<file path="config.mk">
export PLATFORM = sky130hd
export DESIGN_NAME = desc_frontend
export DESIGN_NICKNAME = d
export VERILOG_FILES = /design/src/hdl/desc_frontend_pkg.sv /design/src/hdl/desc_csr.sv /design/src/hdl/desc_fetch.sv /design/src/hdl/desc_frontend.sv /design/src/hdl/desc_store.sv
export SDC_FILE = /design/constraint.sdc
export NUM_CORES = 1
export LEC_CHECK = 0
export BUFFER_PORTS_ARGS = -buffer_cell sky130_fd_sc_hd__clkbuf_2
export CAP_MARGIN = 30
export CORE_ASPECT_RATIO = 1.1
export CORE_MARGIN = 1
export CORE_UTILIZATION = 35
export CTS_CLUSTER_DIAMETER = 150
export DETAILED_ROUTE_END_ITERATION = 12
export PLACE_DENSITY = 0.5
export SYNTH_ARGS = -nofsm -noshare
export SYNTH_HDL_FRONTEND = slang
export SYNTH_SLANG_ARGS = --single-unit
</file>
<file path="constraint.sdc">
create_clock -name clk -period 6.1 [get_ports clk]
set_clock_uncertainty 0.1 [all_clocks]
set_input_delay 0.915 -clock clk [delete_from_list [all_inputs] [get_ports clk]]
set_output_delay 0.915 -clock clk [all_outputs]
set_load 0.1 [all_outputs]
</file>
<file path="src/hdl/desc_frontend_pkg.sv">
/*
  shared widths, descriptor layout, host register offsets and the
  FSM state encodings of the descriptor frontend
*/
`default_nettype none

package desc_frontend_pkg;

  // ********************
  // widths
  // ********************

  // byte address width of both memory masters
  localparam int addr_width = 48;
  localparam int csr_data_width = 64;

  // a descriptor is four 32-bit words and takes one full memory word
  localparam int word_width = 32;
  localparam int desc_width = 4 * word_width;
  localparam int desc_bytes = desc_width / 8;

  // ********************
  // descriptor layout
  // ********************

  // word positions inside the 128-bit descriptor, source sits lowest
  localparam int src_lsb = 0;
  localparam int dst_lsb = 32;
  localparam int len_lsb = 64;
  localparam int ctl_lsb = 96;

  // fields inside the control word
  localparam int owned_bit = 31;
  localparam int irq_bit = 14;
  localparam int error_lsb = 0;
  localparam int error_width = 8;

  // descriptors dispatched but not yet written back
  localparam int store_queue_depth = 4;

  // ********************
  // encodings
  // ********************

  // host register offsets in 64-bit words, others read zero
  typedef enum logic [2:0] {
    reg_control = 3'd0,
    reg_start = 3'd1,
    reg_fetch_loc = 3'd2,
    reg_store_loc = 3'd3,
    reg_status = 3'd4
  } csr_reg_t;

  typedef enum logic [2:0] {
    f_idle,
    f_request,
    f_wait_data,
    f_present
  } fetch_state_t;

  typedef enum logic [1:0] {
    s_idle,
    s_write,
    s_advance
  } store_state_t;

endpackage

`default_nettype wire

</file>
<file path="src/hdl/desc_csr.sv">
/*
  host register block: control fields, start location, registered
  readback and the interrupt status with its masked irq output
*/
`default_nettype none

module desc_csr (
  input wire clk,
  input wire reset,
  input wire desc_frontend_pkg::csr_reg_t s_address,
  input wire s_read,
  input wire s_write,
  input wire [desc_frontend_pkg::csr_data_width-1:0] s_writedata,
  input wire [7:0] s_byteenable,
  input wire [desc_frontend_pkg::addr_width-1:0] fetch_location,
  input wire [desc_frontend_pkg::addr_width-1:0] store_location,
  input wire desc_frontend_pkg::fetch_state_t fetch_state,
  input wire desc_frontend_pkg::store_state_t store_state,
  input wire irq_event,
  output logic [desc_frontend_pkg::csr_data_width-1:0] s_readdata,
  output logic enable,
  output logic [desc_frontend_pkg::addr_width-1:0] start_location,
  output logic load_start,
  output logic irq
);

  import desc_frontend_pkg::*;

  // zero padding above a 48-bit address in a 64-bit register
  localparam int loc_pad = csr_data_width - addr_width;

  logic irq_mask;
  logic irq_status;
  logic wr_control;
  logic wr_start;
  logic clear_irq;
  logic fetch_idle;
  logic store_idle;

  assign wr_control = s_write && (s_address == reg_control);
  assign wr_start = s_write && (s_address == reg_start);
  // write 1 to status bit 0 clears the interrupt
  assign clear_irq = s_write && (s_address == reg_status) && s_byteenable[0] && s_writedata[0];

  assign fetch_idle = (fetch_state == f_idle);
  assign store_idle = (store_state == s_idle);

  // the host only sees the interrupt when it has unmasked it
  assign irq = irq_status && irq_mask;

  // ********************
  // write side
  // ********************

  always_ff @(posedge clk)
  begin
    if (reset)
    begin
      enable <= 1'b0;
      irq_mask <= 1'b0;
    end
    else if (wr_control && s_byteenable[0])
    begin
      enable <= s_writedata[0];
      irq_mask <= s_writedata[2];
    end
  end

  // each byte lane of the start location is written on its own
  always_ff @(posedge clk)
  begin
    for (int lane = 0; lane < addr_width / 8; lane++)
    begin
      if (wr_start && s_byteenable[lane])
      begin
        start_location[lane*8 +: 8] <= s_writedata[lane*8 +: 8];
      end
    end
  end

  // the top lane marks the end of the pointer update, so it loads both engines
  always_ff @(posedge clk)
  begin
    if (reset)
    begin
      load_start <= 1'b0;
      irq_status <= 1'b0;
    end
    else
    begin
      load_start <= wr_start && s_byteenable[7];
      // a host clear wins over a completion in the same cycle
      if (clear_irq)
      begin
        irq_status <= 1'b0;
      end
      else if (irq_event)
      begin
        irq_status <= 1'b1;
      end
    end
  end

  // ********************
  // read side
  // ********************

  always_ff @(posedge clk)
  begin
    if (s_read)
    begin
      case (s_address)
        reg_control: s_readdata <= {{(csr_data_width-3){1'b0}}, irq_mask, 1'b0, enable};
        reg_start: s_readdata <= {{loc_pad{1'b0}}, start_location};
        reg_fetch_loc: s_readdata <= {{loc_pad{1'b0}}, fetch_location};
        reg_store_loc: s_readdata <= {{loc_pad{1'b0}}, store_location};
        reg_status: s_readdata <= {{(csr_data_width-13){1'b0}}, store_state, fetch_state,
                                   5'b0, store_idle, fetch_idle, irq_status};
        default: s_readdata <= '0;
      endcase
    end
  end

  // engines load on a single edge per start write
  assert property (@(posedge clk) disable iff (reset) load_start |=> !load_start);

endmodule

`default_nettype wire

</file>
<file path="src/hdl/desc_fetch.sv">
/*
  descriptor fetch engine: one outstanding read on the fetch master
  and the dispatcher source that also pushes into the store queue
*/
`default_nettype none

module desc_fetch (
  input wire clk,
  input wire reset,
  input wire enable,
  input wire [desc_frontend_pkg::addr_width-1:0] start_location,
  input wire load_start,
  input wire m_fetch_waitrequest,
  input wire m_fetch_readdatavalid,
  input wire [desc_frontend_pkg::desc_width-1:0] m_fetch_readdata,
  input wire src_ready,
  input wire desc_queue_ready,
  output logic [desc_frontend_pkg::addr_width-1:0] m_fetch_address,
  output logic m_fetch_read,
  output logic [desc_frontend_pkg::word_width-1:0] src_source,
  output logic [desc_frontend_pkg::word_width-1:0] src_destination,
  output logic [desc_frontend_pkg::word_width-1:0] src_length,
  output logic [desc_frontend_pkg::word_width-1:0] src_control,
  output logic src_valid,
  output logic desc_push,
  output logic [desc_frontend_pkg::addr_width-1:0] desc_push_address,
  output logic [desc_frontend_pkg::addr_width-1:0] fetch_location,
  output desc_frontend_pkg::fetch_state_t fetch_state
);

  import desc_frontend_pkg::*;

  fetch_state_t state;
  logic [desc_width-1:0] desc_q;
  logic transfer;
  logic incoming_owned;

  // the descriptor goes to two sinks, so it only moves when both can take it
  assign transfer = (state == f_present) && src_ready && desc_queue_ready;
  assign src_valid = transfer;
  assign desc_push = transfer;
  // the queued address is where the store engine writes the descriptor back
  assign desc_push_address = fetch_location;

  // the location only moves outside f_request, so the address holds through waitrequest
  assign m_fetch_address = fetch_location;
  assign fetch_state = state;

  assign incoming_owned = m_fetch_readdata[ctl_lsb + owned_bit];

  assign src_source = desc_q[src_lsb +: word_width];
  assign src_destination = desc_q[dst_lsb +: word_width];
  assign src_length = desc_q[len_lsb +: word_width];
  assign src_control = desc_q[ctl_lsb +: word_width];

  // ********************
  // fetch FSM
  // ********************

  always_ff @(posedge clk)
  begin
    if (reset)
    begin
      state <= f_idle;
      m_fetch_read <= 1'b0;
      fetch_location <= '0;
    end
    else
    begin
      case (state)
        f_idle:
        begin
          // sits here until the driver writes a fresh start pointer
          if (load_start)
          begin
            fetch_location <= start_location;
            state <= f_request;
          end
        end
        f_request:
        begin
          // once issued, the read is held even if enable drops
          if (m_fetch_read && !m_fetch_waitrequest)
          begin
            m_fetch_read <= 1'b0;
            state <= f_wait_data;
          end
          else if (enable)
          begin
            m_fetch_read <= 1'b1;
          end
        end
        f_wait_data:
        begin
          // an unowned descriptor ends the chain and fetch_location stays on it
          if (m_fetch_readdatavalid)
          begin
            state <= incoming_owned ? f_present : f_idle;
          end
        end
        f_present:
        begin
          if (transfer)
          begin
            fetch_location <= fetch_location + addr_width'(desc_bytes);
            state <= f_request;
          end
        end
        default: state <= f_idle;
      endcase
    end
  end

  // the captured descriptor is payload only
  always_ff @(posedge clk)
  begin
    if ((state == f_wait_data) && m_fetch_readdatavalid)
    begin
      desc_q <= m_fetch_readdata;
    end
  end

  // a stalled read keeps its request and address
  assert property (@(posedge clk) disable iff (reset)
    m_fetch_read && m_fetch_waitrequest |=> m_fetch_read);
  assert property (@(posedge clk) disable iff (reset)
    m_fetch_read && m_fetch_waitrequest |=> $stable(m_fetch_address));

endmodule

`default_nettype wire

</file>
<file path="src/hdl/desc_frontend.sv">
/*
  descriptor frontend top: register block, fetch engine and store engine
*/
`default_nettype none

module desc_frontend (
  input wire clk,
  input wire reset,
  // host register port
  input wire desc_frontend_pkg::csr_reg_t s_address,
  input wire s_read,
  output logic [desc_frontend_pkg::csr_data_width-1:0] s_readdata,
  input wire s_write,
  input wire [desc_frontend_pkg::csr_data_width-1:0] s_writedata,
  input wire [7:0] s_byteenable,
  output logic irq,
  // descriptor fetch master
  output logic [desc_frontend_pkg::addr_width-1:0] m_fetch_address,
  output logic m_fetch_read,
  input wire [desc_frontend_pkg::desc_width-1:0] m_fetch_readdata,
  input wire m_fetch_readdatavalid,
  input wire m_fetch_waitrequest,
  // descriptor writeback master
  output logic [desc_frontend_pkg::addr_width-1:0] m_store_address,
  output logic m_store_write,
  output logic [desc_frontend_pkg::desc_width-1:0] m_store_writedata,
  input wire m_store_waitrequest,
  // dispatcher source
  output logic [desc_frontend_pkg::word_width-1:0] src_source,
  output logic [desc_frontend_pkg::word_width-1:0] src_destination,
  output logic [desc_frontend_pkg::word_width-1:0] src_length,
  output logic [desc_frontend_pkg::word_width-1:0] src_control,
  output logic src_valid,
  input wire src_ready,
  // dispatcher response sink
  input wire [desc_frontend_pkg::word_width-1:0] snk_actual_bytes,
  input wire [desc_frontend_pkg::error_width-1:0] snk_error,
  input wire snk_valid,
  output logic snk_ready
);

  import desc_frontend_pkg::*;

  logic enable;
  logic [addr_width-1:0] start_location;
  logic load_start;
  logic irq_event;
  logic [addr_width-1:0] fetch_location;
  logic [addr_width-1:0] store_location;
  fetch_state_t fetch_state;
  store_state_t store_state;
  logic desc_push;
  logic [addr_width-1:0] desc_push_address;
  logic desc_queue_ready;

  desc_csr desc_csr_i (
    .clk(clk), .reset(reset),
    .s_address(s_address), .s_read(s_read), .s_write(s_write),
    .s_writedata(s_writedata), .s_byteenable(s_byteenable),
    .fetch_location(fetch_location), .store_location(store_location),
    .fetch_state(fetch_state), .store_state(store_state), .irq_event(irq_event),
    .s_readdata(s_readdata), .enable(enable), .start_location(start_location),
    .load_start(load_start), .irq(irq)
  );

  // the dispatcher and the store queue both see the fetched descriptor
  desc_fetch desc_fetch_i (
    .clk(clk), .reset(reset), .enable(enable),
    .start_location(start_location), .load_start(load_start),
    .m_fetch_waitrequest(m_fetch_waitrequest), .m_fetch_readdatavalid(m_fetch_readdatavalid),
    .m_fetch_readdata(m_fetch_readdata), .src_ready(src_ready),
    .desc_queue_ready(desc_queue_ready),
    .m_fetch_address(m_fetch_address), .m_fetch_read(m_fetch_read),
    .src_source(src_source), .src_destination(src_destination),
    .src_length(src_length), .src_control(src_control), .src_valid(src_valid),
    .desc_push(desc_push), .desc_push_address(desc_push_address),
    .fetch_location(fetch_location), .fetch_state(fetch_state)
  );

  desc_store desc_store_i (
    .clk(clk), .reset(reset),
    .start_location(start_location), .load_start(load_start),
    .desc_push(desc_push), .desc_push_address(desc_push_address),
    .src_source(src_source), .src_destination(src_destination),
    .src_length(src_length), .src_control(src_control),
    .snk_valid(snk_valid), .snk_actual_bytes(snk_actual_bytes), .snk_error(snk_error),
    .m_store_waitrequest(m_store_waitrequest),
    .desc_queue_ready(desc_queue_ready), .snk_ready(snk_ready),
    .m_store_address(m_store_address), .m_store_write(m_store_write),
    .m_store_writedata(m_store_writedata), .store_location(store_location),
    .store_state(store_state), .irq_event(irq_event)
  );

endmodule

`default_nettype wire

</file>
<file path="src/hdl/desc_store.sv">
/*
  completion queue of dispatched descriptors and the writeback engine
  that returns each completed descriptor to the host on the write master
*/
`default_nettype none

module desc_store (
  input wire clk,
  input wire reset,
  input wire [desc_frontend_pkg::addr_width-1:0] start_location,
  input wire load_start,
  input wire desc_push,
  input wire [desc_frontend_pkg::addr_width-1:0] desc_push_address,
  input wire [desc_frontend_pkg::word_width-1:0] src_source,
  input wire [desc_frontend_pkg::word_width-1:0] src_destination,
  input wire [desc_frontend_pkg::word_width-1:0] src_length,
  input wire [desc_frontend_pkg::word_width-1:0] src_control,
  input wire snk_valid,
  input wire [desc_frontend_pkg::word_width-1:0] snk_actual_bytes,
  input wire [desc_frontend_pkg::error_width-1:0] snk_error,
  input wire m_store_waitrequest,
  output logic desc_queue_ready,
  output logic snk_ready,
  output logic [desc_frontend_pkg::addr_width-1:0] m_store_address,
  output logic m_store_write,
  output logic [desc_frontend_pkg::desc_width-1:0] m_store_writedata,
  output logic [desc_frontend_pkg::addr_width-1:0] store_location,
  output desc_frontend_pkg::store_state_t store_state,
  output logic irq_event
);

  import desc_frontend_pkg::*;

  localparam int ptr_width = $clog2(store_queue_depth);
  localparam int count_width = $clog2(store_queue_depth + 1);

  logic [desc_width-1:0] queue_desc [store_queue_depth];
  logic [addr_width-1:0] queue_addr [store_queue_depth];
  logic [ptr_width-1:0] wr_ptr;
  logic [ptr_width-1:0] rd_ptr;
  logic [count_width-1:0] count;
  store_state_t state;
  logic accept;
  logic pop;
  logic [desc_width-1:0] head_desc;
  logic [word_width-1:0] wb_control;

  // the entry under writeback stays counted until s_advance
  assign desc_queue_ready = (count != count_width'(store_queue_depth));
  assign snk_ready = (state == s_idle) && (count != '0);
  assign accept = snk_valid && snk_ready;
  assign pop = (state == s_advance);
  assign head_desc = queue_desc[rd_ptr];
  assign store_state = state;

  // hand ownership back to the host and report the error code
  always_comb
  begin
    wb_control = head_desc[ctl_lsb +: word_width];
    wb_control[owned_bit] = 1'b0;
    wb_control[error_lsb +: error_width] = snk_error;
  end

  // ********************
  // descriptor queue
  // ********************

  always_ff @(posedge clk)
  begin
    if (desc_push)
    begin
      queue_desc[wr_ptr] <= {src_control, src_length, src_destination, src_source};
      queue_addr[wr_ptr] <= desc_push_address;
    end
  end

  always_ff @(posedge clk)
  begin
    if (reset)
    begin
      wr_ptr <= '0;
      rd_ptr <= '0;
      count <= '0;
    end
    else
    begin
      if (desc_push)
      begin
        wr_ptr <= wr_ptr + 1'b1;
      end
      if (pop)
      begin
        rd_ptr <= rd_ptr + 1'b1;
      end
      if (desc_push && !pop)
      begin
        count <= count + 1'b1;
      end
      else if (pop && !desc_push)
      begin
        count <= count - 1'b1;
      end
    end
  end

  // ********************
  // writeback FSM
  // ********************

  always_ff @(posedge clk)
  begin
    if (reset)
    begin
      state <= s_idle;
      m_store_write <= 1'b0;
      irq_event <= 1'b0;
      store_location <= '0;
    end
    else
    begin
      irq_event <= 1'b0;
      case (state)
        s_idle:
        begin
          if (accept)
          begin
            m_store_write <= 1'b1;
            state <= s_write;
          end
        end
        s_write:
        begin
          // the interrupt request rides in the written-back control word
          if (!m_store_waitrequest)
          begin
            m_store_write <= 1'b0;
            irq_event <= m_store_writedata[ctl_lsb + irq_bit];
            state <= s_advance;
          end
        end
        s_advance:
        begin
          store_location <= m_store_address + addr_width'(desc_bytes);
          state <= s_idle;
        end
        default: state <= s_idle;
      endcase
      if (load_start)
      begin
        store_location <= start_location;
      end
    end
  end

  // the response replaces the length with the actual byte count
  always_ff @(posedge clk)
  begin
    if (accept)
    begin
      m_store_address <= queue_addr[rd_ptr];
      m_store_writedata <= {wb_control, snk_actual_bytes,
                            head_desc[dst_lsb +: word_width], head_desc[src_lsb +: word_width]};
    end
  end

  // a stalled write keeps its request and its word
  assert property (@(posedge clk) disable iff (reset)
    m_store_write && m_store_waitrequest |=> m_store_write && $stable(m_store_writedata));

endmodule

`default_nettype wire

</file>
# Yosys cells after proc, flatten, opt, wreduce, memory -nomap -nowiden
# Memory sizes are Yosys's and may differ from the RTL's. A register that Yosys moved wholly into a read port is not among the register bits.
# Cells that the tools add are included.
# word_totals
mem_bits_rw,704
in_bits,252
ff_bits,482
romBits,0
mem_count,2
output_inout_bits,421
latchBits,0
word_cells,113
# mem_list
name,depth,word_bits,rd,rd_clocked_by_memory_dff,wr,line_no,text
desc_store_i.queue_desc,4,128,1,1,1,desc_store.sv:37,logic [desc_width-1:0] queue_desc [store_queue_depth];
desc_store_i.queue_addr,4,48,1,1,1,desc_store.sv:38,logic [addr_width-1:0] queue_addr [store_queue_depth];
# classes
shift,0
div_mod_pow,0
multipliers,0
addsub,6
magnitude_cmp,0
n_eq_ne,16
bitwise,1
muxes,24
n_reduce_logical,41
# op_table
op,n
one-hot mux 48 bit (5 select lines),1
two-way mux 48 bit,4
"adder 48 x 5 -> 48 bit, second input constant",2
one-hot mux 48 bit (2 select lines),1
logical AND 1 bit,22
two-way mux 3 bit,6
"== test 3 x 2 -> 1 bit, second input constant",4
one-hot mux 3 bit (4 select lines),1
nonzero test 2 bit,5
"!= test 2 x 1 -> 1 bit, second input constant",4
"== test 3 x 1 -> 1 bit, second input constant",2
logical NOT 3 bit,2
two-way mux 1 bit,6
two-way mux 2 bit,3
AND reduction 3 bit,2
"adder 2 x 1 -> 2 bit, second input constant",2
"!= test 2 bit, second input constant",2
one-hot mux 2 bit (2 select lines),1
AND reduction 2 bit,2
AND reduction 4 bit,1
"adder 3 x 1 -> 3 bit, second input constant",1
"== test 3 bit, second input constant",1
logical NOT 1 bit,3
"!= test 3 bit, second input constant",1
other kinds (9),9

# Logic depth before layout (Yosys ltp)
# depth
word_depth,7
depth_mapped,10
depth_no_buf,9

# Modules after synthesis
# A second synthesis with hierarchy kept.
# unflattened
cells_unflattened,2357
hier_area_um2,40654.0
# by_module_without_submodules
module,n_inst,area_each_um2,cells_per_inst
desc_store,1,28147.0,1350
desc_fetch,1,7942.6,692
desc_csr,1,4564.4,315

# Least setup slack after synthesis
# OpenSTA, ideal clock, no wires.
# synth_path
path_kind,register -> register
from,reg desc_store_i.count[0]
to,reg desc_store_i.m_store_address[0] (netlist bit) (read register of desc_store_i.queue_addr) (enable)
required_ns,5.472
setup_time_ns,0.528
period_less_slack_ns,6.950
path_slack_ns,-0.850
arrival_ns,6.322
stages_incl_launch_ff,5
cell_sequence,dfxtp_1 > nor3_1 > nor3_1 > nand2_1 > inv_1
# synth_via
elab_chain_len,3
# synth_rtl
item,line_no,text
"start, declared",desc_store.sv:41,logic [count_width-1:0] count;
"start signal, assigned",desc_store.sv:97,count <= count + 1'b1;
"start signal, assigned",desc_store.sv:101,count <= count - 1'b1;
nonzero test 3 bit,desc_store.sv:50,assign snk_ready = (state == s_idle) && (count != '0);
logical AND 1 bit,desc_store.sv:50,
via snk_ready,desc_frontend.sv:39,output logic snk_ready
logical AND 1 bit,desc_store.sv:51,assign accept = snk_valid && snk_ready;
via desc_store_i.accept,desc_store.sv:43,logic accept;
"end, declared",desc_store.sv:24,"output logic [desc_frontend_pkg::addr_width-1:0] m_store_address,"
# The timed path passes the listed nets, and every way through them passes these cells.
# A chain may end at the register's enable or synchronous reset.

# Worst setup path after layout
# layout_path
from,"reg desc_fetch_i.state[0], in the netlist desc_fetch_i.fetch_state[0]"
to,out src_valid
# layout_via
elab_chain_len,3
# layout_rtl
item,line_no,text
"start, declared",desc_fetch.sv:33,fetch_state_t state;
"start signal, assigned",desc_fetch.sv:64,state <= f_idle;
"start signal, assigned",desc_fetch.sv:77,state <= f_request;
"start signal, assigned",desc_fetch.sv:86,state <= f_wait_data;
== test 3 x 2 -> 1 bit,desc_fetch.sv:39,assign transfer = (state == f_present) && src_ready && desc_queue_ready;
logical AND 1 bit (2 in a row),desc_fetch.sv:39,
"end, declared",desc_frontend.sv:33,"output logic src_valid,"
# Every way passes these cells.

==> metrics <==
sequential cell area fraction in the yosys report=76.9%; Int Pwr=0.0123 W; post-synthesis mux area share=9.11%; dpl cell area=44600 um2; PwrDens=376 nW/um2; worst min path class=primary input to flip-flop; library cells used by synthesis=70; Total GRT Usage=a little under a fifth; status=completed; setup_tns=0 ns; synth-to-layout area growth=21.0%; Worst-path clk slew=0.06 ns; Post-synth EDFFs=939; DRT met1 WL=between 40 and 50 mm; hold depth=1; vias in the first global route=23.6k; top_reg_cell synth=edfxtp_1; post-route setup slack=2.00 ns; via count=22.8k; met3 WL=9.13 mm; critical path required time=5.08 ns; Clock Path Buffers=3; Worst EP arrival=roughly 3.1 ns; Async SR Flop Fraction=0%; DR WL met2=between 50 and 60 mm; final hold violation count=0; fin crit period=4.10 ns; Synth Area in Compound Gates=4.77%; first-pass GRT wire length=154 mm; WL/cell=roughly 24 um; CTS tree=yes; Root Buffer=clkbuf_16; cell area after synthesis=39600 um2; Crit Reg-Reg Endpoint=desc_store_i.queue_addr[0][30]; min-delay src=m_fetch_readdata[47]; max cap viols=0; top layer in use=met4; max-slew violations=0; drt first-iter violations=roughly 1.6k; unrepaired setup endpoints after global routing=no; fin crit share=67.2%; post-route ant nets=0; core region area=112000 um2; clk sink count=1053; first drt pass iteration count=8; upper clock frequency limit=0.244 GHz; Worst setup SP type=flip-flop; routed wire length=107 mm; switching share of power=a little under a third; Synth Area in Simple Gates=under 10%; gr ovfl total=0; flop2flop setup slack=roughly 2.5 ns; hold_buf cts=0; Peak VDD IR=0.272 mV; Setup Buffers After CTS=0; chip height=between 300 and 400 um; Finished Cell Area=48000 um2; GPL Wtd Cong=roughly 0.89; Combinational Power Share=16.4%; share of power burned in the clock network=34.9%; Synth Instances=2231; Slew HR=29.0%; Critical Path End Type=output pin; io pins=673; Slew @ Worst Pin=between 1 and 1.5 ns; Reg power frac=between 40% and 50%; pin count of the biggest net entering global routing=132; yosys warns=0; final count of negative-setup-slack endpoints=0; worst-path fanout max=64; Post-Synth XOR/XNOR Area=0.973%; R2R cell count=6; leakage dissipation=approximately 16 nW; max incr delay on CP=0.56 ns; Num CTS Buffers=110; initial core utilization=35.3%; Vias/cell=between 5 and 6; dpl ws=2.42 ns; Final #Nets=3165; DRC=0; htree depth=3; synthesized area per cell=17.8 um2; Clock Latency Late Sink=0.73 ns; number of synthesized register bits=1053; # fillers=roughly 10k; Post-Synth Adder-Cell Area=0.461%; post-CTS sizing=0; Die X=323 um; WP buf/inv=3; cells along the critical path=ha_2 > buf_4 > inv_1 > nor3_4 > clkbuf_2; critical path class=flip-flop to output pin; dpl hpwl=68.3 mm; Critical Path Slowest Stage Cell=clkbuf_2; P_sw=0.00575 W; initial antenna violation count=4; Worst R2R Start=desc_fetch_i.fetch_state[0]; # rows=129; Hold Path End=desc_fetch_i.desc_q[47]; die area=115000 um2; CP delay by family, top=buffers and inverters; largest family of logic cells by synthesized area=multiplexers; share of layout cells above drive strength 1=between 30% and 40%; IO Port Bufs=638
==> cell families (layout without fill, tap and decap cells) <==
group / count (synthesis) / after routing
AOI/OAI and AO/OA: 293 / 293
other: 1 / 20
DFF: 1053 / 1053
xor gates and xnor gates: 44 / 44
buffers and inverters: 152 / 895
adders and majority gates: 14 / 14
and+or+nand+nor: 488 / 488
muxes: 186 / 186
==> metal layers <==
metal	up-vias	global-route usage, %
met3	146	5.14
li1	10100	-
met1	11600	22.7
met4	0	6.19
met2	933	31.1
met5	-	0
==> cells in the mapped netlist, drive strengths merged, types with 38 or more instances <==
| master | number | share of area (%) |
|---|---|---|
| mux2 | 38 | 1.1 |
| a21oi | 86 | 1.1 |
| nor2 | 161 | 1.5 |
| o21ai | 40 | 0.51 |
| a22oi | 54 | 1.0 |
| dfxtp | 114 | 5.8 |
| buf | 54 | 0.73 |
| mux4 | 136 | 7.7 |
| clkbuf | 76 | 0.72 |
| edfxtp | 939 | 71 |
| nand2 | 112 | 1.1 |
| nand3 | 54 | 0.69 |
==> sequential cells by signal, indices dropped and copies added, names as in the netlist, 127 cells and up <==
signal	flops
desc_store_i.m_store_writedata	127
desc_store_i.queue_addr	192
desc_store_i.queue_desc	348
desc_fetch_i.desc_q	128
==> layout by cell type (no fill, tap or decap), drive strengths merged, types with 28 or more instances in the layout <==
cell type	instances
mux4	136
buf	33
a22oi	54
edfxtp	939
nand2	112
dfxtp	114
inv	28
o21ai	40
clkbuf	772
o22ai	29
a21oi	86
nor2	161
nand3	54
clkinv	52
mux2	38
==> worst max-delay path by stage <==
stage                                     start                       endpoint  cells after the start
floorplan                             src_ready  desc_store_i.queue_addr[1][0]                      3
CTS                 desc_fetch_i.fetch_state[0]                      src_valid                      5
global placement                   s_address[2]   desc_csr_i.start_location[6]                      5
global route        desc_fetch_i.fetch_state[0]                      src_valid                      5
detailed placement  desc_fetch_i.fetch_state[0]  desc_store_i.queue_desc[0][9]                      6
finish              desc_fetch_i.fetch_state[0]                      src_valid                      5
==> through the flow <==
step | std cells | total power [W] | utilization [%] | hold slack, ns
6_report | 4499 | 0.0180 | 42.7 | 0.246
5_1_grt | 4499 | 0.0186 | 42.7 | 0.207
4_1_cts | 4496 | 0.0182 | 42.7 | 0.183
3_5_place_dp | 4293 | 0.0119 | 39.7 | 0.365
3_3_place_gp | 4292 | 0.0118 | 39.7 | 0.352
2_1_floorplan | 2247 | 0.0111 | - | 0.340
==> worst reg2reg max path, cell delays in order, from the launching register on <==
cell and delay, ns:
dfxtp_1 0.43, ha_2 0.20, buf_4 0.54, inv_1 0.20, nor3_4 0.44, and2_4 0.68
buf_12 0.47
==> area by class of cell <==
cell class | count | area (um2) | area share (%)
Antenna cell | 3 | 7.51 | 0.0157
Clock buffer | 135 | 2870 | 5.98
Clock inverter | 68 | 488 | 1.02
Inverter | 22 | 86.3 | 0.180
Multi-Input combinational cell | 1042 | 8570 | 17.9
Sequential cell | 1053 | 30500 | 63.6
Tap cell | 1506 | 1880 | 3.93
Timing Repair Buffer | 670 | 3560 | 7.43
==> power by group through the flow <==
stage	logic [W]	clock network, W	registers, W
6_report	0.00296	0.00630	0.00877
5_1_grt	0.00308	0.00675	0.00882
4_1_cts	0.00297	0.00648	0.00878
3_5_place_dp	0.00296	0	0.00893
3_3_place_gp	0.00293	0	0.00890
2_1_floorplan	0.000738	0	0.0103
(Power assumes the default switching activity.)
